File: src/hdl/dma_config.svh
////////////////////////////////////////
// Sizing and register map macros
// for the burst DMA copier
////////////////////////////////////////

`ifndef DMA_CONFIG_SVH
`define DMA_CONFIG_SVH

// Channel and burst sizing
`define DMA_CHANNELS 4
`define DMA_BURST_LEN 8

// Scratch memory, 32-bit words
`define DMA_MEM_WORDS 256
`define DMA_MEM_AW 8

// APB register map
`define DMA_STATUS_OFS 12'h040
`define DMA_MEM_BASE 12'h400 // Window spans DMA_MEM_WORDS*4 bytes

`endif
File: src/hdl/dma_pkg.sv
////////////////////////////////////////
// Shared types: APB request/response,
// descriptor, memory write and grant
////////////////////////////////////////

`include "dma_config.svh"

package dma_pkg;

    typedef logic [$clog2(`DMA_CHANNELS)-1:0] chan_idx_t;

    // APB master to slave
    typedef struct packed {
        logic [11:0] paddr;
        logic        psel;
        logic        penable;
        logic        pwrite;
        logic [31:0] pwdata;
    } apb_req_t;

    // APB slave to master
    typedef struct packed {
        logic [31:0] prdata;
        logic        pready;
        logic        pslverr;
    } apb_rsp_t;

    typedef struct packed {
        logic [31:0] src;   // Byte address
        logic [31:0] dst;   // Byte address
        logic [15:0] count; // Words
    } chan_desc_t;

    typedef struct packed {
        logic                   en;
        logic [`DMA_MEM_AW-1:0] addr; // Word index
        logic [31:0]            data;
    } mem_wr_t;

    // Arbiter to engine, descriptor copied at grant time
    typedef struct packed {
        logic       valid;
        chan_idx_t  chan;
        chan_desc_t desc;
    } grant_t;

endpackage

File: src/hdl/dma_channel_arbiter.sv
////////////////////////////////////////
// Fixed-priority channel arbiter
////////////////////////////////////////

`timescale 1ns/10ps
`include "dma_config.svh"

module dma_channel_arbiter (
    input  logic                                    clk,
    input  logic                                    rst,
    input  logic [`DMA_CHANNELS-1:0]                pending,
    input  dma_pkg::chan_desc_t [`DMA_CHANNELS-1:0] descs,
    input  logic                                    engine_idle,
    input  logic                                    done_valid,
    input  dma_pkg::chan_idx_t                      done_chan,
    output dma_pkg::grant_t                         grant
);

    logic [`DMA_CHANNELS-1:0] granted; // Served, awaiting completion
    logic [`DMA_CHANNELS-1:0] avail;
    logic                     pick_valid;
    dma_pkg::chan_idx_t       pick;

    assign avail = pending & ~granted;

    // Lowest index wins, so scan downward
    always_comb begin
        pick_valid = 1'b0;
        pick       = '0;
        for (int i = `DMA_CHANNELS - 1; i >= 0; i--) begin
            if (avail[i]) begin
                pick_valid = 1'b1;
                pick       = dma_pkg::chan_idx_t'(i);
            end
        end
    end

    always_ff @(posedge clk or posedge rst) begin
        if (rst) begin
            granted <= '0;
            grant   <= '0;
        end else begin
            grant.valid <= 1'b0; // One-cycle grant
            if (done_valid) begin
                granted[done_chan] <= 1'b0;
            end
            if (engine_idle && !grant.valid && pick_valid) begin
                grant.valid    <= 1'b1;
                grant.chan     <= pick;
                grant.desc     <= descs[pick];
                granted[pick]  <= 1'b1;
            end
        end
    end

endmodule

File: config.mk
export PLATFORM = sky130hd
export DESIGN_NAME = dma_channel_arbiter
export DESIGN_NICKNAME = d
export VERILOG_FILES = /design/src/hdl/dma_pkg.sv /design/src/hdl/dma_channel_arbiter.sv
export VERILOG_INCLUDE_DIRS = /design/src /design/src/hdl
export SDC_FILE = /design/constraint.sdc
export NUM_CORES = 1
export LEC_CHECK = 0
export BUFFER_PORTS_ARGS = -buffer_cell sky130_fd_sc_hd__buf_2
export CORE_AREA = 2 2 162 164
export DETAILED_ROUTE_END_ITERATION = 16
export DIE_AREA = 0 0 164 166
export SETUP_SLACK_MARGIN = 0.4
export SYNTH_ARGS = -nofsm -noshare
export SYNTH_HDL_FRONTEND = slang
export SYNTH_SLANG_ARGS = --single-unit
export TNS_END_PERCENT = 20
File: constraint.sdc
create_clock -name clk -period 5.48 [get_ports clk]
set_input_delay 0.548 -clock clk [delete_from_list [all_inputs] [get_ports clk]]
set_output_delay 0.548 -clock clk [all_outputs]
set_load 0.005 [all_outputs]
# --- After elaboration in Yosys (flattened, before gate mapping) ---
# Index checks and enable logic that the tools add are counted.
totals:
  reg_bits: 87
  input_bits: 330
  out_inout_bits: 83
  elab_cells: 37
classes:
  magnitude_cmp: 4
  muxes: 17
  n_bitwise: 5
  n_reduce_logical: 5
ops:
  columns: ["operator", "count"]
  rows:
  - ["$bmux 80 s2", 1]
  - ["$mux 83", 1]
  - ["$mux 80", 1]
  - ["$and 4x4->4", 2]
  - ["$mux 2", 4]
  - ["$mux 4", 2]
  - ["$not 4->4", 2]
  - ["$lt 2x3->1 const B", 2]
  - ["$mux 1", 6]
  - ["$demux 1 s2", 2]
  - ["$ge 2x1->1 const B", 2]
  - ["$logic_and 1x1->1", 4]
  - ["$or 4x4->4", 1]
  - ["$logic_not 1->1", 1]

# --- Longest topological paths before layout ---
depth:
  depth_word: 12
  mapped_depth: 7
  ltp_nobuf: 4

# --- Worst setup path before layout ---
# No wires, ideal clock.
synth_timing:
  path_kind: "input-to-reg"
  from: "input port pending[0]"
  to: "register grant[12] (netlist bit)"
  setup_time_ns: 0.081
  t_arrival_ns: 1.794
  required_time_ns: 5.399
  setup_slack_ns: 3.605
  cell_stages: 6
  n_path_buf: 2
  path_cell_list: "nor2b_1 > buf_6 > nor4b_4 > buf_6 > a222oi_1 > a31oi_2"
synth_between:
  elab_chain_cells: 4
  word_cells_on_any_way: 6
  cone_classes: "mux: 4; bitwise: 1; reduce/logical: 1"
synth_lines:
  columns: ["element", "line", "text"]
  rows:
  - ["start: declaration", "dma_channel_arbiter.sv:11", "input logic [`DMA_CHANNELS-1:0] pending,"]
  - ["$and 4x4->4 (*)", "dma_channel_arbiter.sv:24", "assign avail = pending & ~granted;"]
  - ["$mux 2", "dma_channel_arbiter.sv:31", "if (avail[i]) begin"]
  - ["$bmux 80 s2", "dma_channel_arbiter.sv:50", "grant.desc <= descs[pick];"]
  - ["$mux 80 (not written as such)", "dma_channel_arbiter.sv:50", null]
  - ["end: declaration", "dma_channel_arbiter.sv:16", "output dma_pkg::grant_t grant"]
# Mark *: on every way between the ends. The rest lies on a longest branch, timed or not. The select of a mux whose other input is x is not followed.
# A chain may end at the register's enable or synchronous reset.

# --- Worst setup path in the final report ---
layout_timing:
  from: "register granted[2]"
  to: "register grant[19] (netlist bit)"
layout_between:
  elab_chain_cells: 7
  word_cells_on_any_way: 11
  cone_classes: "mux: 8; bitwise: 2; reduce/logical: 1"
layout_lines:
  columns: ["element", "line", "text"]
  rows:
  - ["start: declaration", "dma_channel_arbiter.sv:19", "logic [`DMA_CHANNELS-1:0] granted;"]
  - ["start signal: assignment", "dma_channel_arbiter.sv:40", "granted <= '0;"]
  - ["start signal: indexed assignment", "dma_channel_arbiter.sv:45", "granted[done_chan] <= 1'b0;"]
  - ["start signal: indexed assignment", "dma_channel_arbiter.sv:51", "granted[pick] <= 1'b1;"]
  - ["$not 4->4 (*)", "dma_channel_arbiter.sv:24", null]
  - ["$and 4x4->4 (*)", "dma_channel_arbiter.sv:24", null]
  - ["$mux 2 (3 in series)", "dma_channel_arbiter.sv:31", null]
  - ["$bmux 80 s2", "dma_channel_arbiter.sv:50", null]
  - ["$mux 80 (not written as such)", "dma_channel_arbiter.sv:50", null]
# Marks and branches as above.

==> parameters.txt <==
Parameter                              Value

Run status
  Result of the run    finished clean

Worst setup path
  Critical path's top delay family    simple AND/OR/NAND/NOR gates
  Maximum single-stage delay on the critical path    approximately 0.80 ns
  Largest fanout on the critical path    42
  CP Capture Type    flip-flop
  Category of the critical setup timing path    flip-flop to flip-flop
  Worst Setup Start Kind    flip-flop
  Slowest CP cell    and3_2
  Required time at the endpoint of the critical path    5.74 ns
  Ordered list of cells on the worst path    nand2b_1 -> and3_2 -> buf_4 -> a22oi_1 -> a31oi_2
  Arrival @ worst endpoint    ~2.9 ns
  CP bufs+invs    1

Drt
  Routed via count divided by cell count    between 5 and 6
  Post-route DRC    0
  ANT nets after route    0
  Mean routed wirelength per cell    roughly 18 um
  Final Routed Wirelength    ~22,000 um
  Number of vias after detailed routing    6,117
  Number of DRC violations after detailed-routing iteration 0    713
  First-pass iteration count of the detailed router    9

STA
  Part of the cycle the worst path needs    47.62%
  Final worst-path setup slack    2.870 ns
  Time the worst path needs with I/O delays and setup    2.610 ns
  Final worst hold slack    0.2501 ns
  Slew at the pin closest to its max-slew limit    0.9884 ns
  Sum Neg Setup Slack    0 ns
  Worst max-slew margin expressed relative to the limit    33.96%
  Fmax    0.3832 GHz
  Count of pins over their slew limit    0
  Final setup skew    ~0.011 ns
  Unrepaired setup endpoints after global routing    false
  Number of endpoints failing setup at the final stage    0
  Final number of hold-violating endpoints    0

Clock tree
  Clock tree from TritonCTS    done
  Clock slew at reported path FFs    0.07 ns
  Cts hold-fix bufs    0
  Clock insertion delay at the later pin of the skew report    ~0.35 ns
  Root buf cell    clkbuf_16
  Number of post-CTS setup repair buffers    0
  CTS H-tree depth    3
  Number of clock sinks    87
  CTS resizes    0
  CTS Buf Count    9
  Bufs on Longest Clock Path    2

Pwr
  Leakage power of the design    3.427 nW
  Worst vdd ir    0.0001941 V
  Overall power after layout    3.591 mW
  Pwr per Cell Area    449.4 nW/um^2

Cells and area
  Final layout net count    1,206
  Sequential cell area    2177 um^2
  Filler Cells Inserted    about 2,700
  Area of all placed cells without fillers    7991 um^2
  Fraction of final layout cells with drive strength greater than 1    59.36%
  Fraction of the core area covered by cells at the end of the flow    31.20%
  Combined area of the multi-input logic cells    between 2000 and 3000 um^2
  Number of standard cells in the final layout excluding fillers    1,219
  Layout overhead on the synthesized area    46.56%

Floorplanning
  DIE WIDTH    164 um
  Number of core rows    59
  Boundary Pins    413
  Floorplan die height    roughly 170 um
  Initial standard-cell utilization of the core    21.29%
  Standard cell core area    25,620 um^2
  Full die area    27,220 um^2

GRT
  Global-route usage over all layers    15.67%
  Initial antenna violation count    2
  Vias in the first global route    6,122
  Total global routing overflow    0
  Largest net degree at the start of global routing    162
  Wire length of the first global-routing pass    33,260 um

Run
  Number of max-capacitance violations reported    0

Logic synthesis
  Leading post-synthesis cells by instance count    dfrtp_1 (87), nor2_1 (85), a222oi_1 (79), a22oi_1 (79), a31oi_2 (79)
  Most common cell in the netlist    dfrtp_1
  Number of warning messages in the yosys log    0
  #FFs+latches synth    87
  Number of library cell types mapped by synthesis    26
  Cell type with the highest aggregate area in the netlist    dfrtp_1
  Post-synthesis async set-or-reset flop share    100.0%
  Gate count of the mapped netlist    507
  Number of synthesized flops with an enable pin    0
  Synthesized net count    837
  Mean post-synth cell area    10.75 um^2
  Top-area cell type share of the netlist area    39.93%
  Most used flip-flop cell after synthesis    dfrtp_1
  Top post-synthesis cells by area    dfrtp_1 (40%), a31oi_2 (18%), a222oi_1 (15%), a22oi_1 (11%), nor2_1 (5.9%)
  Fraction of the yosys area taken by sequential cells    39.93%
  Synthesized area    5453 um^2

Place
  Setup Slack @ Placement    between 2 and 3 ns
  Count of input and output buffers    412
  Placement-stage cell area    7701 um^2
  Placed instance count    1,200
  Detailed placement HPWL    16,190 um
  Routability congestion estimate    0.8198

Min path
  Hold Path Class    input port to async pin
## path summary, 6_finish.rpt
kind	start	endpoint	slack [ns]	depth (start not counted)
setup / recovery	granted[2]	grant[19]	2.87	5
max in group asynchronous	rst	granted[1]	4.18	3
hold / removal	rst	grant[61]	0.25	2
min in group clk	engine_idle	granted[3]	0.48	2
setup reg to reg	granted[2]	grant[19]	2.87	5
hold reg to reg	granted[3]	granted[3]	0.49	1
## kinds of logic (layout without fill, tap and decap cells)
| kind of cell | Yosys count | count (layout) | synth area share [%] |
|---|---|---|---|
| buffers and inverters | 67 | 441 | 6.677 |
| and+or+nand+nor | 100 | 100 | 7.848 |
| AOI/OAI and AO/OA | 253 | 253 | 45.55 |
| other | 0 | 3 | 0 |
| DFF | 87 | 87 | 39.93 |
## power breakdown
group / switching (mW) / internal [mW] / leakage (nW)
logic: 1.04 / 0.817 / 2.31
clock network: 0.290 / 0.323 / 0.139
registers: 0.164 / 0.957 / 0.975
total: 1.49 / 2.10 / 3.43
## registers in the layout (all words and copies together) (netlist names)
signal	cells
grant	83
granted	4
## layer usage
metal / vias to the layer above / GRT usage (%) / part of all wire, %
met3: 17 / 3.821 / 8.5
met1: 2894 / 17.78 / 38
li1: 2892 / - / -
met5: - / 0 / 0
met4: 0 / 5.034 / 1.8
met2: 314 / 28.53 / 51
## layout make-up
cell class              count  share of cell area (%)
diodes                      3                 0.09394
well taps                 335                   5.245
multi-input cells         353                   36.86
repair buffers            421                   26.80
flip-flops and latches     87                   27.24
clock inverters             6                  0.5480
inverters                   4                  0.2192
clock buffers              10                   2.990
## placed cells by master, fill, tap and decap left out
cell type | synthesis | layout
nand2b_1 | 6 | 6
nor2_4 | 0 | 1
clkbuf_8 | 0 | 1
nand3_1 | 1 | 1
clkinv_2 | 0 | 2
nor4b_4 | 1 | 1
buf_2 | 30 | 412
o31ai_1 | 1 | 1
and2_1 | 1 | 1
and3_2 | 0 | 1
a22oi_1 | 79 | 79
nor2b_1 | 2 | 1
a31oi_1 | 1 | 1
a221oi_1 | 1 | 1
nor3_4 | 0 | 1
inv_1 | 4 | 3
nand2_1 | 2 | 2
clkinvlp_4 | 0 | 1
o21ai_0 | 6 | 6
nor2_1 | 85 | 84
buf_4 | 0 | 8
o2111ai_1 | 1 | 1
a31oi_2 | 79 | 79
a41oi_4 | 0 | 1
a21oi_1 | 3 | 3
dfrtp_1 | 87 | 87
inv_4 | 0 | 1
a222oi_1 | 79 | 79
a32o_1 | 1 | 1
o22a_1 | 1 | 1
buf_12 | 0 | 1
clkinv_4 | 0 | 1
clkbuf_16 | 0 | 9
nor2b_4 | 0 | 1
diode_2 | 0 | 3
inv_6 | 0 | 2
Note: power is estimated with default switching activity, not from simulation.
