`src/hdl/dma_config.svh`:
```
////////////////////////////////////////
// Sizing and register map macros
// for the burst DMA copier
////////////////////////////////////////

`ifndef DMA_CONFIG_SVH
`define DMA_CONFIG_SVH

// Channel and burst sizing
`define DMA_CHANNELS 4
`define DMA_BURST_LEN 8

// Scratch memory, 32-bit words
`define DMA_MEM_WORDS 256
`define DMA_MEM_AW 8

// APB register map
`define DMA_STATUS_OFS 12'h040
`define DMA_MEM_BASE 12'h400 // Window spans DMA_MEM_WORDS*4 bytes

`endif
```
`src/hdl/dma_pkg.sv`:
```
////////////////////////////////////////
// Shared types: APB request/response,
// descriptor, memory write and grant
////////////////////////////////////////

`include "dma_config.svh"

package dma_pkg;

    typedef logic [$clog2(`DMA_CHANNELS)-1:0] chan_idx_t;

    // APB master to slave
    typedef struct packed {
        logic [11:0] paddr;
        logic        psel;
        logic        penable;
        logic        pwrite;
        logic [31:0] pwdata;
    } apb_req_t;

    // APB slave to master
    typedef struct packed {
        logic [31:0] prdata;
        logic        pready;
        logic        pslverr;
    } apb_rsp_t;

    typedef struct packed {
        logic [31:0] src;   // Byte address
        logic [31:0] dst;   // Byte address
        logic [15:0] count; // Words
    } chan_desc_t;

    typedef struct packed {
        logic                   en;
        logic [`DMA_MEM_AW-1:0] addr; // Word index
        logic [31:0]            data;
    } mem_wr_t;

    // Arbiter to engine, descriptor copied at grant time
    typedef struct packed {
        logic       valid;
        chan_idx_t  chan;
        chan_desc_t desc;
    } grant_t;

endpackage

```
`src/hdl/dma_apb_regs.sv`:
```
////////////////////////////////////////
// APB slave: channel descriptors,
// control/status bits, memory window
////////////////////////////////////////

`timescale 1ns/10ps
`include "dma_config.svh"

module dma_apb_regs (
    input  logic                                    clk,
    input  logic                                    rst,
    input  dma_pkg::apb_req_t                       apb_req,
    output dma_pkg::apb_rsp_t                       apb_rsp,
    output dma_pkg::chan_desc_t [`DMA_CHANNELS-1:0] descs,
    output logic [`DMA_CHANNELS-1:0]                pending,
    input  logic                                    done_valid,
    input  dma_pkg::chan_idx_t                      done_chan,
    output logic                                    irq,
    output logic [`DMA_MEM_AW-1:0]                  mem_addr,
    output logic [31:0]                             mem_wdata,
    output logic                                    mem_we,
    input  logic [31:0]                             mem_rdata
);

    localparam int CH = `DMA_CHANNELS;

    logic [CH-1:0]      start;
    logic [CH-1:0]      done;
    logic [CH-1:0]      irq_en;
    logic               mem_wait;  // Second access cycle of a window read
    logic               access;
    logic               is_mem;
    logic               is_chan;
    logic               is_status;
    logic               err;
    logic               wr_ok;
    logic [11:0]        win_ofs;
    dma_pkg::chan_idx_t sel_chan;
    logic [1:0]         reg_sel;

    // Address decode
    assign access    = apb_req.psel && apb_req.penable;
    assign is_mem    = (apb_req.paddr >= `DMA_MEM_BASE) &&
                       (apb_req.paddr < `DMA_MEM_BASE + `DMA_MEM_WORDS * 4);
    assign is_chan   = apb_req.paddr < CH * 16;
    assign is_status = {apb_req.paddr[11:2], 2'b00} == `DMA_STATUS_OFS;
    assign sel_chan  = apb_req.paddr[4 +: $bits(dma_pkg::chan_idx_t)];
    assign reg_sel   = apb_req.paddr[3:2];
    assign win_ofs   = apb_req.paddr - `DMA_MEM_BASE;

    // Unmapped, busy descriptor, or write to the start bits
    assign err = !(is_mem || is_chan || is_status) ||
                 (is_chan && apb_req.pwrite && reg_sel != 2'd3 && start[sel_chan]) ||
                 (is_status && apb_req.pwrite && |apb_req.pwdata[CH-1:0]);

    assign wr_ok = access && apb_req.pwrite && !err; // Writes never wait

    assign apb_rsp.pready  = access && !(is_mem && !apb_req.pwrite && !mem_wait);
    assign apb_rsp.pslverr = apb_rsp.pready && err;

    always_comb begin
        apb_rsp.prdata = '0;
        if (is_mem) begin
            apb_rsp.prdata = mem_rdata;
        end else if (is_status) begin
            apb_rsp.prdata = 32'({done, start});
        end else if (is_chan) begin
            case (reg_sel)
                2'd0: apb_rsp.prdata = descs[sel_chan].src;
                2'd1: apb_rsp.prdata = descs[sel_chan].dst;
                2'd2: apb_rsp.prdata = {16'h0, descs[sel_chan].count};
                default: apb_rsp.prdata = {30'h0, irq_en[sel_chan], start[sel_chan]};
            endcase
        end
    end

    assign mem_addr  = win_ofs[`DMA_MEM_AW+1:2];
    assign mem_wdata = apb_req.pwdata;
    assign mem_we    = wr_ok && is_mem;

    assign pending = start;
    assign irq     = |(done & irq_en);

    always_ff @(posedge clk or posedge rst) begin
        if (rst) begin
            mem_wait <= 1'b0;
        end else begin
            mem_wait <= access && is_mem && !apb_req.pwrite && !mem_wait;
        end
    end

    always_ff @(posedge clk or posedge rst) begin
        if (rst) begin
            descs  <= '0;
            start  <= '0;
            done   <= '0;
            irq_en <= '0;
        end else begin
            if (wr_ok && is_chan) begin
                case (reg_sel)
                    2'd0: descs[sel_chan].src <= apb_req.pwdata;
                    2'd1: descs[sel_chan].dst <= apb_req.pwdata;
                    2'd2: descs[sel_chan].count <= apb_req.pwdata[15:0];
                    default: begin
                        irq_en[sel_chan] <= apb_req.pwdata[1];
                        if (apb_req.pwdata[0] && !start[sel_chan]) begin
                            start[sel_chan] <= 1'b1;
                            done[sel_chan]  <= 1'b0; // New run clears old done
                        end
                    end
                endcase
            end
            if (wr_ok && is_status) begin
                done <= done & ~apb_req.pwdata[2*CH-1:CH]; // Write 1 to clear
            end
            // Completion from the engine
            if (done_valid) begin
                start[done_chan] <= 1'b0;
                done[done_chan]  <= 1'b1;
            end
        end
    end

endmodule

```
`config.mk`:
```
export PLATFORM = sky130hd
export DESIGN_NAME = dma_apb_regs
export DESIGN_NICKNAME = d
export VERILOG_FILES = /design/src/hdl/dma_pkg.sv /design/src/hdl/dma_apb_regs.sv
export VERILOG_INCLUDE_DIRS = /design/src /design/src/hdl
export SDC_FILE = /design/constraint.sdc
export NUM_CORES = 1
export LEC_CHECK = 0
export CAP_MARGIN = 10
export CORE_ASPECT_RATIO = 1.75
export CORE_MARGIN = 1.5
export CORE_UTILIZATION = 44
export CTS_CLUSTER_DIAMETER = 120
export DETAILED_ROUTE_END_ITERATION = 12
export DONT_BUFFER_PORTS = 1
export SLEW_MARGIN = 20
export SYNTH_ARGS = -nofsm -noshare
export SYNTH_HDL_FRONTEND = slang
export SYNTH_SLANG_ARGS = --single-unit
export TNS_END_PERCENT = 5
```
`constraint.sdc`:
```
create_clock -name clk -period 14.42 [get_ports clk]
set_input_delay 3.605 -clock clk [delete_from_list [all_inputs] [get_ports clk]]
set_output_delay 3.605 -clock clk [all_outputs]
set_load 0.05 [all_outputs]
```
* Word level (Yosys, flattened, before mapping)
Index checks and enable logic that the tools add are counted.
** Storage, ports and cells
- Register bits after elaboration :: 333
- Input port bits :: 84
- Output and inout port bits :: 400
- Word-level logic and storage cells :: 111
** Cells by class
- $add $sub $neg :: 1
- Order comparisons :: 7
- Eq/ne operators :: 4
- Mux-type cells :: 34
- Bitwise operators :: 10
- Reductions and logical operators :: 39
** Operator list (count)
- $bwmux W320 :: 3
- $pmux W320 S3 :: 1
- $demux W80 S2 :: 3
- $bmux W80 S2 :: 1
- $mux W80 :: 2
- $mux W32 :: 3
- $pmux W32 S3 :: 1
- $mux W48 :: 1
- $mux W4 :: 9
- $logic_and A1 B1 Y1 :: 22
- $and A4 B4 Y4 :: 4
- $mux W16 :: 1
- $ge A12 B11 Y1 const B :: 1
- $lt A12 B12 Y1 const B :: 1
- $lt A12 B7 Y1 const B :: 1
- $not A4 Y4 :: 3
- $eq A10 B5 Y1 const B :: 1
- $sub A10 B1 Y10 const B :: 1
- $or A4 B4 Y4 :: 2
- $reduce_or A4 Y1 :: 2
- $logic_not A1 Y1 :: 6
- $lt A2 B3 Y1 const B :: 2
- $bmux W1 S2 :: 2
- $bwmux W4 :: 1
- 12 further kinds :: 21

* Longest topological paths before layout
Gate-level depths: netlist (run 1).
- Word-level depth :: 14
- Gate-level depth with buffers :: 8
- Depth with buffers taken out :: 6

* Worst setup path after synthesis (run 1)
OpenSTA, ideal clock, no wires.
- Path kind :: input-to-output
- Start point :: input port apb_req[40] (netlist name)
- End point :: output port apb_rsp[3] (netlist name)
- Arrival :: 6.510 ns
- Data required time :: 10.815 ns
- Slack :: 4.305 ns
- Stages :: 7
- Buffers on the path :: 3
- Path through :: buf_2 > buf_1 > clkbuf_1 > nand2_1 > o22ai_1 > nor4_1 > o41ai_1
** RTL lines
- from (decl) :: line dma_apb_regs.sv:12 : input dma_pkg::apb_req_t apb_req,
- to (decl) :: line dma_apb_regs.sv:13 : output dma_pkg::apb_rsp_t apb_rsp,

==> impl_summary.log, run 1 <==
INFO  metric post_route_cells_drive_above_1_share = 0.165
INFO  metric port-buffer-count = 0
INFO  metric first_pass_grt_wire_length = 84.1 mm
INFO  metric first_global_vias = 11600
INFO  metric cts_max_level = 1
INFO  metric stdcell_area = 16600 sq um
INFO  metric num_rows = 91
INFO  metric final.period_utilization = 0.718
INFO  metric post_drt_via_cell_ratio = 7.29
INFO  metric worstHoldPathType = reg -> reg
INFO  metric synthFlopType = sky130_fd_sc_hd__dfrtp_1
INFO  metric initial_antenna_violation_count = 2
INFO  metric ys_types = 46
INFO  metric worst_max_slew_pin_slew = 1.15 ns
INFO  metric yosysWarnings = 0
INFO  metric timing_max_transition_violations_final = 0
INFO  metric die_outline_area = 36600 sq um
INFO  metric clock_path_buffers = 3
INFO  metric initial_utilization = 0.444
INFO  metric timing.critical_path.cells = inv_1, ha_2, or4bb_1, nor3_1, a22oi_1, o211ai_1
INFO  metric cts_resized = 0
INFO  metric tritoncts = yes
INFO  metric worst_skew_pair.late_latency = 0.58 ns
INFO  metric drt_pass1_iterations = 6
INFO  metric run_status = completed
INFO  metric timing.critical_path.to_type = primary output
INFO  metric leak_pwr = 7.06 nW
INFO  metric ant_nets = 0
INFO  metric grt_setup_unrepaired = no
INFO  metric via_count = 11400
INFO  metric clock_tree_root_buffer_cell = sky130_fd_sc_hd__clkbuf_16
INFO  metric hpwlAfterDp = 37.1 mm
INFO  metric net_total_in_the_final_layout = 1168
INFO  metric layout.cells.most_common = sky130_fd_sc_hd__dfrtp_1
INFO  metric synth_seq_area_share = 0.535
INFO  metric drcViolationCount = 0
INFO  metric synth.net_count = 1279
INFO  metric design.portCount = 484
INFO  metric finClkSkew = 0.0145 ns
INFO  metric worst_path_max_delay_cell = sky130_fd_sc_hd__ha_2
INFO  metric ys_seq_elements = 333
INFO  metric path_class = in -> out
INFO  metric area.growth.synth_to_final = 6.55%
INFO  metric grtUsageTotal = 0.310
INFO  metric hold_buffers = 0
INFO  metric cts.repair_timing.setup_buffer_count = 0
INFO  metric critical_path_peak_fanout = 34
INFO  metric die-height = 252 um
INFO  metric worst_setup_path_start_kind = input port
INFO  metric synthesis.area = 15600 sq um
INFO  metric drt-total-wl = 58.0 mm
INFO  metric setup_violations = 0
INFO  metric finalHoldViolCount = 0
INFO  metric drt_first_iter_violations = 1014
INFO  metric clkSinkCount = 333
INFO  metric synth_enable_flop_cells = 0
INFO  metric layout_min_cycle_time = 10.35 ns
INFO  metric timing.fmax = 96.6 MHz
INFO  metric required = 10.81 ns
INFO  metric tns = 0 ns
INFO  metric synthesized_instance_count = 1191
INFO  metric avgRoutedWirePerCell = 37.0 um
INFO  metric gp_congestion = 0.855
INFO  metric grt-ovfl-total = 0
INFO  metric cell_family_contributing_the_most_delay_on_the_critical_path = simple AND/OR/NAND/NOR gates
INFO  metric core_area = 35100 sq um
INFO  metric postPlaceCellArea = 15600 sq um
INFO  metric cts_buffers = 30
INFO  metric cap_violations = 0
INFO  metric asyncSetResetFlopFracSynth = 1.00
INFO  metric postSynthAreaPerCell = 13.1 sq um
INFO  metric relSlewSlack = 0.236
INFO  metric die-width = 145 um
INFO  metric power_per_cell_area = 112 nW/um^2
INFO  metric worst-endpoint-arrival = 6.75 ns
INFO  metric grt_start_max_net_pins = 165
INFO  metric most_used_cells_in_the_layout_excluding_fill_and_tap_cells = 333 x sky130_fd_sc_hd__dfrtp_1, 192 x sky130_fd_sc_hd__a22o_1, 126 x sky130_fd_sc_hd__o2bb2ai_1
INFO  metric filler_cell_count = 3200
INFO  metric worst_path_largest_cell_delay = 0.94 ns
INFO  metric clock_transition_at_the_register_clock_pins_on_the_worst_setup_and_hold_paths_after_cts = 0.07 ns
INFO  metric ir_worst_vdd = 0.000102 V
INFO  metric worstPathBufferInverterCount = 1
cells in the mapped netlist (all sizes together), types with 12 or more instances:
cell type	number	area, sq um
a22o	192	1680
a22oi	29	218
buf	86	502
clkbuf	76	285
dfrtp	333	8330
mux2i	13	130
mux4	76	1710
nand2	44	165
nand2b	40	250
nand3	26	130
nor4	12	135
o21ai	32	160
o2bb2ai	126	1100
area by class of cell:
class	count	area [sq um]	area share
sequential	333	8330	0.502
multi-input combinational	687	6500	0.392
clock buffer	48	930	0.0560
tap	465	582	0.0350
timing repair buffer	19	155	0.00935
clock inverter	5	53.8	0.00324
inverter	9	41.3	0.00249
antenna	2	5.00	0.000301
final timing paths:
path                        startpoint         end  slack, ns  cells after the start
min reg2reg                   mem_wait    mem_wait       0.45                      1
min in group asynchronous          rst  descs[225]       2.96                      1
max reg2reg                 pending[3]  descs[179]      10.41                      5
max                        apb_req[37]  apb_rsp[4]       4.07                      6
min                           mem_wait    mem_wait       0.45                      1
max in group asynchronous          rst  descs[212]      10.00                      2
cells by family after synthesis:
family	Yosys count	share of synthesized area
multiplexers	94	0.122
buffers and inverters	171	0.0527
AND/OR/NAND/NOR	166	0.0628
AO/OA/AOI/OAI	423	0.225
adder cells (fa/ha/maj)	4	0.00321
flip-flops	333	0.535
worst register-to-register path: cells and delay by family, from the launching register on:
kind / cells / cell delay [ns]
AND/OR/NAND/NOR: 2 / 1.87
multiplexers: 1 / 0.70
flip-flops: 1 / 0.60
AO/OA/AOI/OAI: 1 / 0.26
buffers and inverters: 1 / 0.53
power by group:
part / internal, mW / switching [mW]
Sequential: 0.937 / 0.0152
Combinational: 0.0265 / 0.0688
Clock: 0.456 / 0.361
flip-flops by register name, indices dropped and copies added, names as in the netlist:
signal,count
descs,320
done,4
irq_en,4
pending,4
mem_wait,1
stage by stage:
| stage | setup slack, ns | util | power (mW) | hold WS [ns] | std cells |
|---|---|---|---|---|---|
| 2_1_floorplan | 1.59 | - | 1.09 | 0.411 | 1191 |
| 3_3_place_gp | 4.18 | 0.445 | 1.06 | 0.423 | 1513 |
| 3_5_place_dp | 4.12 | 0.445 | 1.07 | 0.438 | 1513 |
| 4_1_cts | 4.12 | 0.473 | 1.88 | 0.446 | 1566 |
| 5_1_grt | 3.96 | 0.473 | 1.92 | 0.472 | 1566 |
| 6_report | 4.07 | 0.473 | 1.86 | 0.451 | 1568 |
metal layers:
| metal | part of all wire | GRT usage | up-vias |
|---|---|---|---|
| met1 | 0.35 | 0.378 | 6044 |
| met3 | 0.099 | 0.0810 | 147 |
| li1 | - | - | 4435 |
| met2 | 0.51 | 0.523 | 812 |
| met4 | 0.040 | 0.124 | 0 |
| met5 | 0 | 0 | - |
No activity file was read; power rests on OpenSTA's default activity.
==> run 2, diff against run 1 <==
- clock period: 14.42 -> 9 ns (I/O delays scaled with it)
==> impl_summary.log, run 2 (synthesis results as in run 1) <==
INFO  metric run_status = completed
INFO  metric first_global_vias = 11900 (+2.7%)
INFO  metric hpwlAfterDp = 37.5 mm (+0.99%)
INFO  metric drt-total-wl = 57.8 mm (-0.45%)
INFO  metric critical_path_peak_fanout = 29 (-15%)
INFO  metric ir_worst_vdd = 0.000138 V (+35%)
INFO  metric gp_congestion = 0.881 (+3.1%)
INFO  metric die-width = 145 um (unchanged)
INFO  metric required = 6.75 ns (-4.06 ns)
INFO  metric power_per_cell_area = 182 nW/um^2 (+62%)
INFO  metric grt-ovfl-total = 0 (unchanged)
INFO  metric grt_setup_unrepaired = no
INFO  metric initial_utilization = 0.444 (unchanged)
INFO  metric net_total_in_the_final_layout = 1176 (+0.68%)
INFO  metric layout_min_cycle_time = 7.38 ns
INFO  metric path_class = in -> out
INFO  metric most_used_cells_in_the_layout_excluding_fill_and_tap_cells = 333 x sky130_fd_sc_hd__dfrtp_1, 192 x sky130_fd_sc_hd__a22o_1, 126 x sky130_fd_sc_hd__o2bb2ai_1
INFO  metric avgRoutedWirePerCell = 36.7 um (-0.96%)
INFO  metric layout.cells.most_common = sky130_fd_sc_hd__dfrtp_1
INFO  metric max_reg_flops = 320 (unchanged)
INFO  metric tritoncts = yes
INFO  metric clkSinkCount = 333 (unchanged)
INFO  metric cap_violations = 0 (unchanged)
INFO  metric finalHoldViolCount = 0 (unchanged)
INFO  metric core_area = 35100 sq um (unchanged)
INFO  metric finClkSkew = 0.0166 ns (+0.00207 ns)
INFO  metric worstHoldPathType = reg -> reg
INFO  metric timing.critical_path.to_type = primary output
INFO  metric timing_max_transition_violations_final = 0 (unchanged)
INFO  metric grtUsageTotal = 0.307 (-0.00269)
INFO  metric tns = 0 ns (unchanged)
INFO  metric drt_pass1_iterations = 5 (-1)
INFO  metric timing.hold.ws = 0.439 ns (-0.0120 ns)
INFO  metric initial_antenna_violation_count = 1 (-1)
INFO  metric relSlewSlack = 0.173 (-0.0631)
INFO  metric post_route_cells_drive_above_1_share = 0.173 (+0.00767)
INFO  metric first_pass_grt_wire_length = 83.9 mm (-0.21%)
INFO  metric worst_skew_pair.late_latency = 0.58 ns (about the same)
INFO  metric design.portCount = 484 (unchanged)
INFO  metric clock_path_buffers = 3 (unchanged)
INFO  metric largest_register = descs
INFO  metric timing.fmax = 136 MHz
INFO  metric final.period_utilization = 0.820
INFO  metric die-height = 252 um (unchanged)
INFO  metric clock_transition_at_the_register_clock_pins_on_the_worst_setup_and_hold_paths_after_cts = 0.07 ns (about the same)
INFO  metric worst_max_slew_pin_slew = 1.24 ns (+0.0945 ns)
INFO  metric leak_pwr = 7.12 nW (+0.82%)
INFO  metric cts.repair_timing.setup_buffer_count = 0 (unchanged)
INFO  metric setup_violations = 0 (unchanged)
INFO  metric cts_buffers = 31 (+3.3%)
INFO  metric port-buffer-count = 0 (unchanged)
INFO  metric cts_resized = 0 (unchanged)
INFO  metric die_outline_area = 36600 sq um (unchanged)
INFO  metric clock_tree_root_buffer_cell = sky130_fd_sc_hd__clkbuf_16
INFO  metric hold_buffers = 0 (unchanged)
INFO  metric num_rows = 91 (unchanged)
INFO  metric ant_nets = 0 (unchanged)
INFO  metric area.growth.synth_to_final = 7.34%
INFO  metric drcViolationCount = 0 (unchanged)
INFO  metric via_count = 11500 (+0.57%)
INFO  metric cts_max_level = 1 (unchanged)
INFO  metric worst-endpoint-arrival = 5.13 ns (-1.62 ns)
INFO  metric worst_setup_path_start_kind = input port
INFO  metric grt_start_max_net_pins = 175 (+6.1%)
INFO  metric post_drt_via_cell_ratio = 7.30 (about the same)
INFO  metric drt_first_iter_violations = 837 (-17%)
-- run 2: critical path: stages --
cell and delay, ns:
sky130_fd_sc_hd__ha_1 0.32, sky130_fd_sc_hd__nor2_1 0.68, sky130_fd_sc_hd__nand2_2 0.77, sky130_fd_sc_hd__o211ai_1 1.10
-- run 2: through the flow --
step | power (mW) | std cells | setup WS (ns) | instance area, sq um | util
after floorplan | 1.74 | 1191 | 1.59 | 15600 | -
after global placement | 1.70 | 1518 | 1.68 | 15600 | 0.446
after detailed placement | 1.71 | 1518 | 1.66 | 15600 | 0.446
after CTS | 3.07 | 1573 | 1.65 | 16700 | 0.476
after global routing | 3.13 | 1575 | 1.54 | 16700 | 0.477
final | 3.05 | 1576 | 1.62 | 16700 | 0.477
-- run 2: routing by layer --
layer	wire length (um)	GRT usage	share of wire
met5	0	0	0
met4	2750	0.144	0.048
met3	5040	0.0716	0.087
met2	29600	0.532	0.51
met1	20400	0.359	0.35
-- run 2: area by class of cell --
cell class / count / area, sq um
well taps: 465 / 582
fillers: 3175 / 18300
flip-flops and latches: 333 / 8330
inverters: 9 / 37.5
diodes: 1 / 2.50
clock buffers: 44 / 885
multi-input cells: 687 / 6500
clock inverters: 11 / 150
repair buffers: 26 / 234
-- run 2: worst paths after layout --
kind | startpoint | slack, ns | endpoint | cells after the start
max | apb_req[37] | 1.62 | apb_rsp[7] | 4
max in group asynchronous | rst | 6.09 | descs[14] | 2
min reg2reg | mem_wait | 0.44 | mem_wait | 1
min | mem_wait | 0.44 | mem_wait | 1
max reg2reg | pending[3] | 5.30 | descs[102] | 6
min in group asynchronous | rst | 1.57 | descs[116] | 1
-- run 2: report_power, final --
group	internal [mW]	total (mW)	switching, mW
clock	0.771	1.37	0.599
combinational	0.0434	0.154	0.110
sequential	1.50	1.53	0.0243
