==> config.mk <==
export PLATFORM = sky130hd
export DESIGN_NAME = dma_burst_engine
export DESIGN_NICKNAME = d
export VERILOG_FILES = /design/src/hdl/dma_pkg.sv /design/src/hdl/dma_burst_engine.sv
export VERILOG_INCLUDE_DIRS = /design/src /design/src/hdl
export SDC_FILE = /design/constraint.sdc
export NUM_CORES = 1
export LEC_CHECK = 0
export BUFFER_PORTS_ARGS = -buffer_cell sky130_fd_sc_hd__buf_2
export CORE_AREA = 2 2 119 63
export CTS_BUF_LIST = sky130_fd_sc_hd__clkbuf_2
export CTS_CLUSTER_SIZE = 40
export DETAILED_ROUTE_END_ITERATION = 10
export DIE_AREA = 0 0 121 65
export GPL_ROUTABILITY_DRIVEN = 0
export PLACE_DENSITY = 0.9
export SLEW_MARGIN = 5
export SYNTH_ARGS = -nofsm -noshare
export SYNTH_HDL_FRONTEND = slang
export SYNTH_SLANG_ARGS = --single-unit
==> constraint.sdc <==
create_clock -name clk -period 2.7 [get_ports clk]
set_clock_uncertainty 0.05 [all_clocks]
set_input_delay 0.405 -clock clk [delete_from_list [all_inputs] [get_ports clk]]
set_output_delay 0.405 -clock clk [all_outputs]
set_load 0.05 [all_outputs]
==> src/hdl/dma_config.svh <==
////////////////////////////////////////
// Sizing and register map macros
// for the burst DMA copier
////////////////////////////////////////

`ifndef DMA_CONFIG_SVH
`define DMA_CONFIG_SVH

// Channel and burst sizing
`define DMA_CHANNELS 4
`define DMA_BURST_LEN 8

// Scratch memory, 32-bit words
`define DMA_MEM_WORDS 256
`define DMA_MEM_AW 8

// APB register map
`define DMA_STATUS_OFS 12'h040
`define DMA_MEM_BASE 12'h400 // Window spans DMA_MEM_WORDS*4 bytes

`endif
==> src/hdl/dma_pkg.sv <==
////////////////////////////////////////
// Shared types: APB request/response,
// descriptor, memory write and grant
////////////////////////////////////////

`include "dma_config.svh"

package dma_pkg;

    typedef logic [$clog2(`DMA_CHANNELS)-1:0] chan_idx_t;

    // APB master to slave
    typedef struct packed {
        logic [11:0] paddr;
        logic        psel;
        logic        penable;
        logic        pwrite;
        logic [31:0] pwdata;
    } apb_req_t;

    // APB slave to master
    typedef struct packed {
        logic [31:0] prdata;
        logic        pready;
        logic        pslverr;
    } apb_rsp_t;

    typedef struct packed {
        logic [31:0] src;   // Byte address
        logic [31:0] dst;   // Byte address
        logic [15:0] count; // Words
    } chan_desc_t;

    typedef struct packed {
        logic                   en;
        logic [`DMA_MEM_AW-1:0] addr; // Word index
        logic [31:0]            data;
    } mem_wr_t;

    // Arbiter to engine, descriptor copied at grant time
    typedef struct packed {
        logic       valid;
        chan_idx_t  chan;
        chan_desc_t desc;
    } grant_t;

endpackage

==> src/hdl/dma_burst_engine.sv <==
////////////////////////////////////////
// Pipelined copy engine with burst
// pauses and completion report
////////////////////////////////////////

`timescale 1ns/10ps
`include "dma_config.svh"

module dma_burst_engine (
    input  logic                   clk,
    input  logic                   rst,
    input  dma_pkg::grant_t        grant,
    output logic                   engine_idle,
    output logic [`DMA_MEM_AW-1:0] rd_addr,
    input  logic [31:0]            rd_data,
    output dma_pkg::mem_wr_t       wr,
    output logic                   done_valid,
    output dma_pkg::chan_idx_t     done_chan
);

    localparam int BW = $clog2(`DMA_BURST_LEN + 1);

    typedef enum logic [1:0] {
        S_IDLE,
        S_XFER,
        S_PAUSE,
        S_DRAIN
    } state_t;

    state_t                 state;
    logic [31:0]            src_ptr;
    logic [31:0]            dst_ptr;
    logic [15:0]            remaining;
    logic [BW-1:0]          burst_cnt; // Words issued in current burst
    logic                   wr_valid_q;
    logic [`DMA_MEM_AW-1:0] wr_addr_q;

    assign engine_idle = (state == S_IDLE);

    // Byte address to word index, wraps modulo memory size
    assign rd_addr = src_ptr[`DMA_MEM_AW+1:2];

    // Read data lands one cycle after the read, paired with its index
    assign wr = '{en: wr_valid_q, addr: wr_addr_q, data: rd_data};

    always_ff @(posedge clk or posedge rst) begin
        if (rst) begin
            state      <= S_IDLE;
            src_ptr    <= '0;
            dst_ptr    <= '0;
            remaining  <= '0;
            burst_cnt  <= '0;
            wr_valid_q <= 1'b0;
            done_valid <= 1'b0;
            done_chan  <= '0;
        end else begin
            done_valid <= 1'b0;
            wr_valid_q <= (state == S_XFER); // A read issued this cycle
            case (state)
                S_IDLE: begin
                    if (grant.valid) begin
                        src_ptr   <= grant.desc.src;
                        dst_ptr   <= grant.desc.dst;
                        remaining <= grant.desc.count;
                        burst_cnt <= '0;
                        done_chan <= grant.chan;
                        if (grant.desc.count == 16'd0) begin
                            done_valid <= 1'b1; // Nothing to copy
                        end else begin
                            state <= S_XFER;
                        end
                    end
                end
                S_XFER: begin
                    src_ptr   <= src_ptr + 32'd4;
                    dst_ptr   <= dst_ptr + 32'd4;
                    remaining <= remaining - 16'd1;
                    if (remaining == 16'd1) begin
                        state <= S_DRAIN; // Last word, no pause after it
                    end else if (burst_cnt == BW'(`DMA_BURST_LEN - 1)) begin
                        burst_cnt <= '0;
                        state     <= S_PAUSE;
                    end else begin
                        burst_cnt <= burst_cnt + 1'b1;
                    end
                end
                S_PAUSE: begin
                    state <= S_XFER;
                end
                S_DRAIN: begin
                    // Final write goes out this cycle
                    state      <= S_IDLE;
                    done_valid <= 1'b1;
                end
                default: state <= S_IDLE;
            endcase
        end
    end

    // Destination index travels alongside the outstanding read
    always_ff @(posedge clk) begin
        if (state == S_XFER) begin
            wr_addr_q <= dst_ptr[`DMA_MEM_AW+1:2];
        end
    end

endmodule

; Word-level counts from Yosys, hierarchy flattened
; Index checks and enable logic that the tools add are counted.
[totals]
ff_bits = 98
input_bits = 117
output_inout_bits = 53
word_cells = 47
[classes]
addsub = 4
n_eq_ne = 9
n_mux = 18
reduce_logical = 7
[op_table]
columns = operator, n
row1 = $pmux W32 S2, 2
row2 = $add A32 B3 Y32 const B, 2
row3 = $mux W32, 2
row4 = $pmux W16 S2, 1
row5 = $eq A16 B1 Y1 const B, 1
row6 = $logic_not A16 Y1, 1
row7 = $mux W16, 1
row8 = $sub A16 B1 Y16 const B, 1
row9 = $mux W4, 3
row10 = $mux W2, 4
row11 = $pmux W2 S4, 1
row12 = $pmux W4 S2, 1
row13 = $ne A2 B2 Y1 const B, 3
row14 = $reduce_and A3 Y1, 2
row15 = $add A4 B1 Y4 const B, 1
row16 = $eq A2 B2 Y1 const B, 2
row17 = $eq A4 B3 Y1 const B, 1
row18 = $reduce_and A2 Y1, 2
row19 = $ne A3 B3 Y1 const B, 1
row20 = $eq A2 B1 Y1 const B, 1
row21 = $logic_not A2 Y1, 1
row22 = $mux W1, 2
row23 = $pmux W1 S2, 1
row24 = $reduce_bool A2 Y1, 1

; Logic depth before layout (Yosys ltp)
; Gate-level depths: netlist (run 1).
[logic_depth]
word_depth = 4
depth_mapped = 8
mapped_depth_nobuf = 6

; Least setup slack after synthesis (run 1)
; Ideal clock, no wire load.
[synth_timing]
kind = reg2reg
startpoint = register state[1]
endpoint = register remaining[5]
setup_ns = 0.137
t_arrival_ns = 2.055
required_time_ns = 2.513
slack_ns = 0.458
stages_incl_launch_ff = 9
path_buffers = 2
period_less_slack_ns = 2.242
path_cell_list = dfrtp_1 inv_1 ha_1 mux2_2 clkbuf_1 clkbuf_1 nand2_1 mux2i_1 a21oi_1
[synth_via]
elab_chain_cells = 3
word_cells_on_any_way = 6
classes_between = 2 x eq/ne / 1 x mux / 3 x reduce/logical
[synth_lines]
columns = element, line_no
row1 = "start, declared", dma_burst_engine.sv:30  ; state_t state;
row2 = "start signal, assigned", dma_burst_engine.sv:48  ; state <= S_IDLE;
row3 = "start signal, assigned", dma_burst_engine.sv:70  ; state <= S_XFER;
row4 = "start signal, assigned", dma_burst_engine.sv:79  ; state <= S_DRAIN;
row5 = $logic_not A2 Y1 (*), -
row6 = named net engine_idle, dma_burst_engine.sv:13  ; output logic engine_idle,
row7 = $ne A2 B2 Y1 (no line) or $reduce_bool A2 Y1 (tied branches), -
row8 = $reduce_and A2 Y1 (no line), -
row9 = "end signal, assigned", dma_burst_engine.sv:64  ; remaining <= grant.desc.count;
row10 = "end signal, assigned", dma_burst_engine.sv:77  ; remaining <= remaining - 16'd1;
row11 = "end, declared", dma_burst_engine.sv:33  ; logic [15:0] remaining;
; Mark *: on every way through the listed nets, which the timed path passes. The rest lies on a longest branch.
; A chain may end at the register's enable or synchronous reset.

; Final worst setup path (run 1)
[layout_timing]
startpoint = register state[1]
endpoint = register dst_ptr[4]
[layout_via]
elab_chain_cells = 3
word_cells_on_any_way = 6
classes_between = 2 x eq/ne / 1 x mux / 3 x reduce/logical
[layout_lines]
columns = element, line_no
row1 = $eq A2 B1 Y1 or $logic_not A2 Y1 (tied branches), dma_burst_engine.sv:59  ; case (state)
row2 = $reduce_bool A2 Y1 (no line) or $ne A2 B2 Y1 (tied branches), -
row3 = $reduce_and A2 Y1 (no line), -
row4 = "end signal, assigned", dma_burst_engine.sv:63  ; dst_ptr <= grant.desc.dst;
row5 = "end signal, assigned", dma_burst_engine.sv:76  ; dst_ptr <= dst_ptr + 32'd4;
row6 = "end, declared", dma_burst_engine.sv:32  ; logic [31:0] dst_ptr;
; Parallel ways exist; a longest one is shown, timed or not.

==> flow_metrics.env, run 1 <==
export IMPL_syn_area_um2=3092
export IMPL_synth_nets=459
export IMPL_tns_ps=0
export IMPL_num_nets_final=483
export IMPL_min_path_type="input pin to flop"
export IMPL_final_common_cell="buf_2"
export IMPL_synth_area_leader_cell="dfrtp_1"
export IMPL_finalSetupViolCount=0
export IMPL_final_max_slew_viol_count=0
export IMPL_clkLatencyLatePin_ps=460
export IMPL_cp_cell_sequence="inv_1 > ha_1 > mux2_2 > nand2_1 > o22ai_1 > a21oi_1"
export IMPL_drt_pass1_iter_count=5
export IMPL_cts_sinks=50
export IMPL_fin_cells=455
export IMPL_antenna_cells=0
export IMPL_detail_route_wl_per_cell_um=16.89
export IMPL_netlist_area_leader_share_pct=33.99
export IMPL_reg2reg_to="dst_ptr[4]"
export IMPL_cp_top_family="multiplexers"
export IMPL_ys_types=52
export IMPL_htree_levels=2
export IMPL_clkTransAtPathRegs_ps=270
export IMPL_drive_gt1_share_pct=23.40
export IMPL_hold_violations=0
export IMPL_vias=2740
export IMPL_max_stage_delay_ps=490
export IMPL_crit_start="state[1]"
export IMPL_grt_pass1_vias=2511
export IMPL_synth_cells=334
export IMPL_ioPinCount=170
export IMPL_path_buf_inv=1
export IMPL_drcViolationCount=0
export IMPL_grt_remaining_overflow=0
export IMPL_cp_slowest_cell="mux2_2"
export IMPL_synth_enable_flop_cells=8
export IMPL_placement_io_buffers=57
export IMPL_dp_hpwl_mm=5.412
export IMPL_routed_wl_mm=7.684
export IMPL_ctsResizeCount=0
export IMPL_rsz0062_at_grt="no"
export IMPL_postRouteAntennaNets=0
export IMPL_synth_area_per_cell_um2=9.257
export IMPL_die_w_um=121
export IMPL_reg2reg_from="state[1]"
export IMPL_layout_min_cycle_time_ps=2174
export IMPL_ctsHoldBuffers=1
export IMPL_power_mw=4.489
export IMPL_die_height_um=65
export IMPL_slew_headroom_pct=48.03
export IMPL_startpoint_type="flop"
export IMPL_cp_max_fo=13
export IMPL_synthFlopType="dfrtp_1"
export IMPL_reg2reg_slack_ps=530
export IMPL_synth_area_leaders="dfrtp_1, buf_4, edfxtp_1"
export IMPL_clk_path_buf_depth=2
export IMPL_cts_root_buf="clkbuf_2"
export IMPL_hold_depth=2
export IMPL_grt_pass1_wl_mm=12.40
export IMPL_outcome="completed"
export IMPL_rows=22
export IMPL_p_leak_nw=1.381
export IMPL_dpl_cell_count=446
export IMPL_critPathKind="flop to flop"
export IMPL_ys_ff_latch=50
export IMPL_seq_area_frac_synth_pct=41.76
export IMPL_crit_arrival_ps=2540
export IMPL_worst_slew_pin_transition_ps=773.6
export IMPL_grtUsageTotal_pct=19.95
export IMPL_maxCapViolCount=0
export IMPL_fmax_ghz=0.4599
export IMPL_vias_per_cell=6.022
export IMPL_die_area_um2=7865
export IMPL_cts_setup_buffers=0
export IMPL_drtIter0Drc=298
export IMPL_final_cell_mix="buf_2, dfrtp_1, a21oi_1"
export IMPL_grt_start_max_net_pins=71
export IMPL_crit_cells=6
export IMPL_end_kind="flop"
export IMPL_max_vdd_ir_drop_mv=0.6239
export IMPL_finalCritPeriodShare_pct=80.54
export IMPL_worst_hold_path_endpoint="done_chan[1]"
export IMPL_power_density_nw_per_um2=1356
export IMPL_antenna_found_initial=0
export IMPL_required_ps=3060
export IMPL_synthArstFlopShare_pct=84.00
export IMPL_cts_buffers=5
export IMPL_area_delta_synth_final_pct=7.082
export IMPL_hp_start="grant[81]"
export IMPL_core_area_um2=6964
export IMPL_tritoncts="yes"
export IMPL_initial_core_util_pct=44.39
export IMPL_yosysWarnings=0
export IMPL_r2r_cells=6
metrics by stage:
stage          util, %  hold slack (ps)  setup slack [ps]  cell area, um^2
3_3_place_gp     46.39            407.1             648.6             3231
2_1_floorplan        -            390.2             458.2             3092
3_5_place_dp     46.39            410.3             569.8             3231
4_1_cts          47.54            86.21             517.1             3311
6_report         47.54            118.6             525.5             3311
5_1_grt          47.54            70.42             298.2             3311
sequential cells by signal (all words and copies together), names as in the netlist:
| register | flops |
|---|---|
| remaining | 16 |
| dst_ptr | 8 |
| src_ptr | 8 |
| wr_addr_q | 8 |
| burst_cnt | 4 |
| done_chan | 2 |
| state | 2 |
| done_valid | 1 |
| wr_valid_q | 1 |
worst max path at each step:
stage / to
finish: dst_ptr[4]
global route: burst_cnt[3]
CTS: dst_ptr[4]
detailed placement: dst_ptr[4]
global placement: remaining[2]
floorplan: remaining[5]
area by class of cell:
class | count | area [um^2]
timing repair buffer | 66 | 367.9
inverter | 9 | 33.78
sequential | 50 | 1291
clock buffer | 5 | 25.02
tap | 96 | 120.1
clock inverter | 3 | 45.04
multi-input combinational | 226 | 1428
fill | 644 | 3654
power by group:
group	leakage (nW)	total [mW]	switching, mW	internal [mW]
Clock	0.0352	0.411	0.256	0.155
Combinational	0.774	2.51	1.66	0.848
Sequential	0.572	1.57	0.404	1.17
Yosys cell counts (4+ instances only):
cell type,number
and3_1,4
a31oi_1,6
nor3_1,6
mux2i_1,10
edfxtp_1,8
o22ai_1,16
nor4_1,6
ha_1,8
o21ai_0,22
nand4_1,6
nand2_1,27
clkbuf_1,9
nor2_1,14
inv_1,9
dfrtp_1,42
o211ai_1,7
buf_4,33
nand3_1,15
a21oi_1,33
kinds of logic after synthesis:
kind of cell / share of synthesized area [%]
AO/OA/AOI/OAI: 20.76
adder cells (fa/ha/maj): 3.238
buffers and inverters: 12.26
flip-flops: 41.76
multiplexers: 4.330
AND/OR/NAND/NOR: 17.65
layer usage:
metal  wire length, um  up-vias  track usage [%]
met3               714        7            5.898
met1              3732     1311            29.42
met2              3185      161            28.86
met5                 0        -                0
met4                51        0            3.924
li1                  -     1261                -
Note: power is estimated with default switching activity, not from simulation.
==> inputs of run 2 (changes only) <==
- CORE_AREA: 2 2 119 63 -> 2 2 125 66
- DIE_AREA: 0 0 121 65 -> 0 0 127 68
- PLACE_DENSITY: 0.9 -> 0.86
- clock period: 2.7 -> 1.8 ns (I/O delays scaled with it)
==> run 2 against run 1 <==
The flow now finishes with violations (setup timing). Clock power rose by 21%. Critical endpoint is now remaining[15]. Via count rose by 8.5%. Core utilization rose by 4.0 points. Sequential cell count did not move. Routed wire length rose by 12%. Sequential share of layout area fell by 6.2 points. Total power rose by 70%. Register-to-register slack got worse by 630 ps. Sequential power rose by 46%. Cell area rose by 19%. Critical path depth fell by 2.
==> flow_metrics.env, run 2 (synthesis results as in run 1) <==
export IMPL_violations="setup timing"
export IMPL_dp_hpwl_mm=5.944
export IMPL_die_height_um=68
export IMPL_core_area_um2=7655
export IMPL_grt_remaining_overflow=0
export IMPL_largest_reg_flops=16
export IMPL_grt_pass1_wl_mm=13.26
export IMPL_cp_max_fo=4
export IMPL_ioPinCount=170
export IMPL_final_max_slew_viol_count=0
export IMPL_htree_levels=2
export IMPL_cts_buffers=5
export IMPL_vias=2974
export IMPL_routed_wl_mm=8.570
export IMPL_worst_slew_pin_transition_ps=548.7
export IMPL_area_delta_synth_final_pct=27.56
export IMPL_grtUsageTotal_pct=19.66
export IMPL_fin_cells=518
export IMPL_dpl_cell_count=477
export IMPL_max_vdd_ir_drop_mv=1.087
export IMPL_antenna_found_initial=0
export IMPL_vias_per_cell=5.741
export IMPL_min_path_type="input pin to flop"
export IMPL_initial_core_util_pct=40.39
export IMPL_finalSetupViolCount=8
export IMPL_clkTransAtPathRegs_ps=270
export IMPL_grt_pass1_vias=2694
export IMPL_startpoint_type="flop"
export IMPL_postRouteAntennaNets=0
export IMPL_grt_start_max_net_pins=43
export IMPL_slew_headroom_pct=63.42
export IMPL_tns_ps=-305.5
export IMPL_end_kind="flop"
export IMPL_die_area_um2=8636
export IMPL_placement_io_buffers=57
export IMPL_fmax_ghz=0.5254
export IMPL_p_leak_nw=1.698
export IMPL_drtIter0Drc=198
export IMPL_final_common_cell="buf_2"
export IMPL_num_nets_final=542
export IMPL_clk_path_buf_depth=2
export IMPL_maxCapViolCount=0
export IMPL_detail_route_wl_per_cell_um=16.54
export IMPL_layout_min_cycle_time_ps=1903
export IMPL_power_density_nw_per_um2=1939
export IMPL_final_cell_area_um2=3944
export IMPL_cts_root_buf="clkbuf_2"
export IMPL_drive_gt1_share_pct=33.97
export IMPL_drcViolationCount=0
export IMPL_cts_sinks=50
export IMPL_finalCritPeriodShare_pct=105.7
export IMPL_clkLatencyLatePin_ps=480
export IMPL_tritoncts="yes"
export IMPL_antenna_cells=0
export IMPL_required_ps=2160
export IMPL_hold_violations=0
export IMPL_outcome="finished, violations left"
export IMPL_place_worst_setup_slack_ps=-189.4
export IMPL_die_w_um=127
export IMPL_rows=23
export IMPL_power_mw=7.646
export IMPL_place_area_um2=3490
export IMPL_final_cell_mix="buf_2, buf_4, dfrtp_1"
export IMPL_rsz0062_at_grt="yes"
export IMPL_setup_slack_ps=-103.4
export IMPL_crit_arrival_ps=2270
export IMPL_drt_pass1_iter_count=5
export IMPL_critPathKind="flop to flop"
export IMPL_top_register="remaining"
run 2: final cells by class:
type | count | area [um^2]
Clock buffer | 5 | 25.02
Clock inverter | 3 | 21.27
Fill cell | 723 | 3711
Inverter | 9 | 37.54
Multi-Input combinational cell | 227 | 1559
Sequential cell | 50 | 1292
Tap cell | 100 | 125.1
Timing Repair Buffer | 124 | 883.3
run 2: stage by stage:
stage | utilization [%] | hold WS (ps)
6_report | 51.52 | 29.90
5_1_grt | 51.52 | 5.965
4_1_cts | 50.07 | 0.8460
3_5_place_dp | 45.59 | 410.0
3_3_place_gp | 45.59 | 397.0
2_1_floorplan | - | 370.5
run 2: per-layer routing:
metal  vias to the layer above  GRT usage [%]  part of all wire, %
met2                       161          30.17                   42
met3                        14          5.004                  9.8
met5                         -              0                    0
met4                         0          4.396                 0.98
li1                       1386              -                    -
met1                      1413          28.18                   47
run 2: worst max-delay path: stages (launching register included):
cell and delay (ps):
dfrtp_1 450, or4_4 570, or3_4 370, o31a_1 250, o211ai_1 160
run 2: final timing paths:
kind | start | endpoint | slack [ps] | cells past startpoint
worst max register to register | remaining[13] | remaining[15] | -100 | 4
worst min register to register | dst_ptr[8] | wr_addr_q[6] | 490 | 0
max in group asynchronous | rst | state[0] | 920 | 4
min in group asynchronous | rst | wr_valid_q | 370 | 4
worst min-delay path | grant[56] | src_ptr[8] | 30 | 3
worst max-delay path | remaining[13] | remaining[15] | -100 | 4
run 2: timing repair:
action                                  4_1_cts  5_1_grt
pin swaps                                     4        5
setup buffers                                 6        8
hold endpoints to repair                     58        1
endpoints found under the setup margin       10       23
hold buffers                                 17        1
gates resized for setup                      18        5
cloned                                        0        1
run 2: where the power goes:
| part | leakage, nW | switching (mW) | internal, mW |
|---|---|---|---|
| Clock | 0.0289 | 0.403 | 0.0955 |
| Combinational | 1.10 | 2.88 | 1.97 |
| Sequential | 0.571 | 0.549 | 1.75 |
| Total | 1.70 | 3.83 | 3.81 |
==> inputs of run 3 (changes only) <==
- BUFFER_PORTS_ARGS: -buffer_cell sky130_fd_sc_hd__buf_2 -> -buffer_cell sky130_fd_sc_hd__buf_4
- clock period: 1.8 -> 1.74 ns (I/O delays scaled with it)
==> run 3 against run 2 <==
The run still ends with setup timing left. Count of clock-buffer cells in the layout stayed put. Fmax increased by 0.66%. Register-to-register slack worse by 50 ps. Clock power up 8.6%. First-iteration DRC count increased by 15%. Die area unchanged. Non-clock buffer count increased by 25. Sequential share of layout area down 4.6 points. Critical path depth is 2 higher. Global-route usage grew 1.8 points. Worst setup slack got worse by 48 ps. Total power is 23% higher. Critical path type unchanged. Largest power group unchanged.
==> flow_metrics.env, run 3 (synthesis results as in run 1) <==
export IMPL_p_leak_nw=1.933
export IMPL_tritoncts="yes"
export IMPL_grt_start_max_net_pins=43
export IMPL_dp_hpwl_mm=6.203
export IMPL_grtUsageTotal_pct=21.48
export IMPL_final_max_slew_viol_count=0
export IMPL_layout_min_cycle_time_ps=1891
export IMPL_finalSetupViolCount=30
export IMPL_antenna_cells=0
export IMPL_num_nets_final=566
export IMPL_startpoint_type="flop"
export IMPL_postRouteAntennaNets=0
export IMPL_worst_slew_pin_transition_ps=578.7
export IMPL_vias_per_cell=5.959
export IMPL_cts_buffers=5
export IMPL_slew_headroom_pct=61.42
export IMPL_fin_cells=542
export IMPL_core_area_um2=7655
export IMPL_maxCapViolCount=0
export IMPL_violations="setup timing"
export IMPL_placement_io_buffers=57
export IMPL_tns_ps=-1539
export IMPL_finalCritPeriodShare_pct=108.7
export IMPL_drt_pass1_iter_count=5
export IMPL_antenna_found_initial=0
export IMPL_fmax_ghz=0.5288
export IMPL_ioPinCount=170
export IMPL_routed_wl_mm=10.10
export IMPL_clkLatencyLatePin_ps=500
export IMPL_grt_pass1_wl_mm=14.32
export IMPL_cp_cell_sequence="inv_2 > ha_4 > or3b_4 > or4_1 > o21ai_1 > a21oi_1"
export IMPL_drtIter0Drc=228
export IMPL_area_delta_synth_final_pct=48.28
export IMPL_end_kind="flop"
export IMPL_max_stage_delay_ps=480
export IMPL_vias=3230
export IMPL_path_buf_inv=1
export IMPL_cts_sinks=50
export IMPL_power_mw=9.388
export IMPL_holdWs_ps=15.15
export IMPL_fin_util_pct=59.89
export IMPL_initial_core_util_pct=40.39
export IMPL_place_worst_setup_slack_ps=-118.3
export IMPL_top_register="remaining"
export IMPL_cp_max_fo=4
export IMPL_r2r_cells=6
export IMPL_die_area_um2=8636
export IMPL_reg2reg_slack_ps=-150
export IMPL_power_density_nw_per_um2=2048
export IMPL_largest_reg_flops=16
export IMPL_drive_gt1_share_pct=43.21
export IMPL_reg2reg_from="remaining[0]"
export IMPL_grt_remaining_overflow=0
export IMPL_required_ps=2120
export IMPL_setup_slack_ps=-151.0
export IMPL_max_vdd_ir_drop_mv=1.081
export IMPL_htree_levels=2
export IMPL_place_area_um2=3657
export IMPL_dpl_cell_count=479
export IMPL_cp_top_family="simple AND/OR/NAND/NOR gates"
export IMPL_final_cell_area_um2=4584
export IMPL_detail_route_wl_per_cell_um=18.64
export IMPL_hp_start="grant[9]"
export IMPL_rsz0062_at_grt="yes"
export IMPL_die_height_um=68
export IMPL_grt_pass1_vias=2777
export IMPL_reg2reg_to="remaining[8]"
export IMPL_cp_slowest_cell="or4_1"
export IMPL_critPathKind="flop to flop"
export IMPL_crit_arrival_ps=2270
export IMPL_hold_depth=3
export IMPL_clkTransAtPathRegs_ps=300
export IMPL_drcViolationCount=0
export IMPL_die_w_um=127
export IMPL_final_cell_mix="buf_4, dfrtp_1, dlygate4sd3_1"
export IMPL_worst_hold_path_endpoint="remaining[9]"
export IMPL_final_common_cell="buf_4"
export IMPL_cts_root_buf="clkbuf_2"
export IMPL_rows=23
export IMPL_hold_violations=0
export IMPL_outcome="finished, violations left"
export IMPL_min_path_type="input pin to flop"
export IMPL_clk_path_buf_depth=2
-- run 3: cell types whose count changed in the layout (fill, tap and decap cells not counted), moves of 6 or more --
cell / change
buf_4: +59
buf_2: -56
o21ai_0: -13
a21oi_1: -10
a21oi_2: +9
dlygate4sd3_1: +9
buf_6: +7
o21ai_1: +7
o21ai_2: +6
-- run 3: how the worst max path moves through the flow --
stage	depth (start not counted)	start	slack, ps	end
2_1_floorplan	4	remaining[13]	-60	remaining[15]
3_3_place_gp	4	remaining[13]	-70	remaining[15]
3_5_place_dp	7	state[1]	-120	burst_cnt[3]
4_1_cts	4	remaining[13]	-140	remaining[15]
5_1_grt	6	remaining[0]	-220	remaining[8]
6_report	6	remaining[0]	-150	remaining[8]
-- run 3: power breakdown --
part | leakage, nW | internal (mW) | switching (mW)
registers | 0.571 | 1.81 | 0.584
logic | 1.33 | 2.88 | 3.57
clock network | 0.0270 | 0.0995 | 0.442
total | 1.93 | 4.79 | 4.60
-- run 3: cell type report --
type | count | area (um^2)
inverters | 9 | 37.54
clock buffers | 5 | 25.02
flip-flops and latches | 50 | 1292
repair buffers | 149 | 1350
well taps | 100 | 125.1
clock inverters | 3 | 20.02
multi-input cells | 226 | 1734
fillers | 654 | 3070
-- run 3: what timing repair did --
action	4_1_cts	5_1_grt
resized for setup	15	71
pin swaps	4	33
hold buffers	23	4
endpoints found under the setup margin	26	32
hold endpoints to repair	64	4
cloned	0	5
buffers inserted	3	21
-- run 3: worst min-delay path, cell delays in order --
cell     delay (ps)
buf_4           100
a22oi_2          60
o21ai_1         120
-- run 3: per-layer routing --
metal	track usage, %	part of all wire (%)	wire length [um]	vias up
met1	30.81	45	4582	1559
met3	5.238	9.6	970	26
met5	0	0	0	-
met2	33.47	44	4402	207
met4	4.121	1.4	146	0
li1	-	-	-	1438
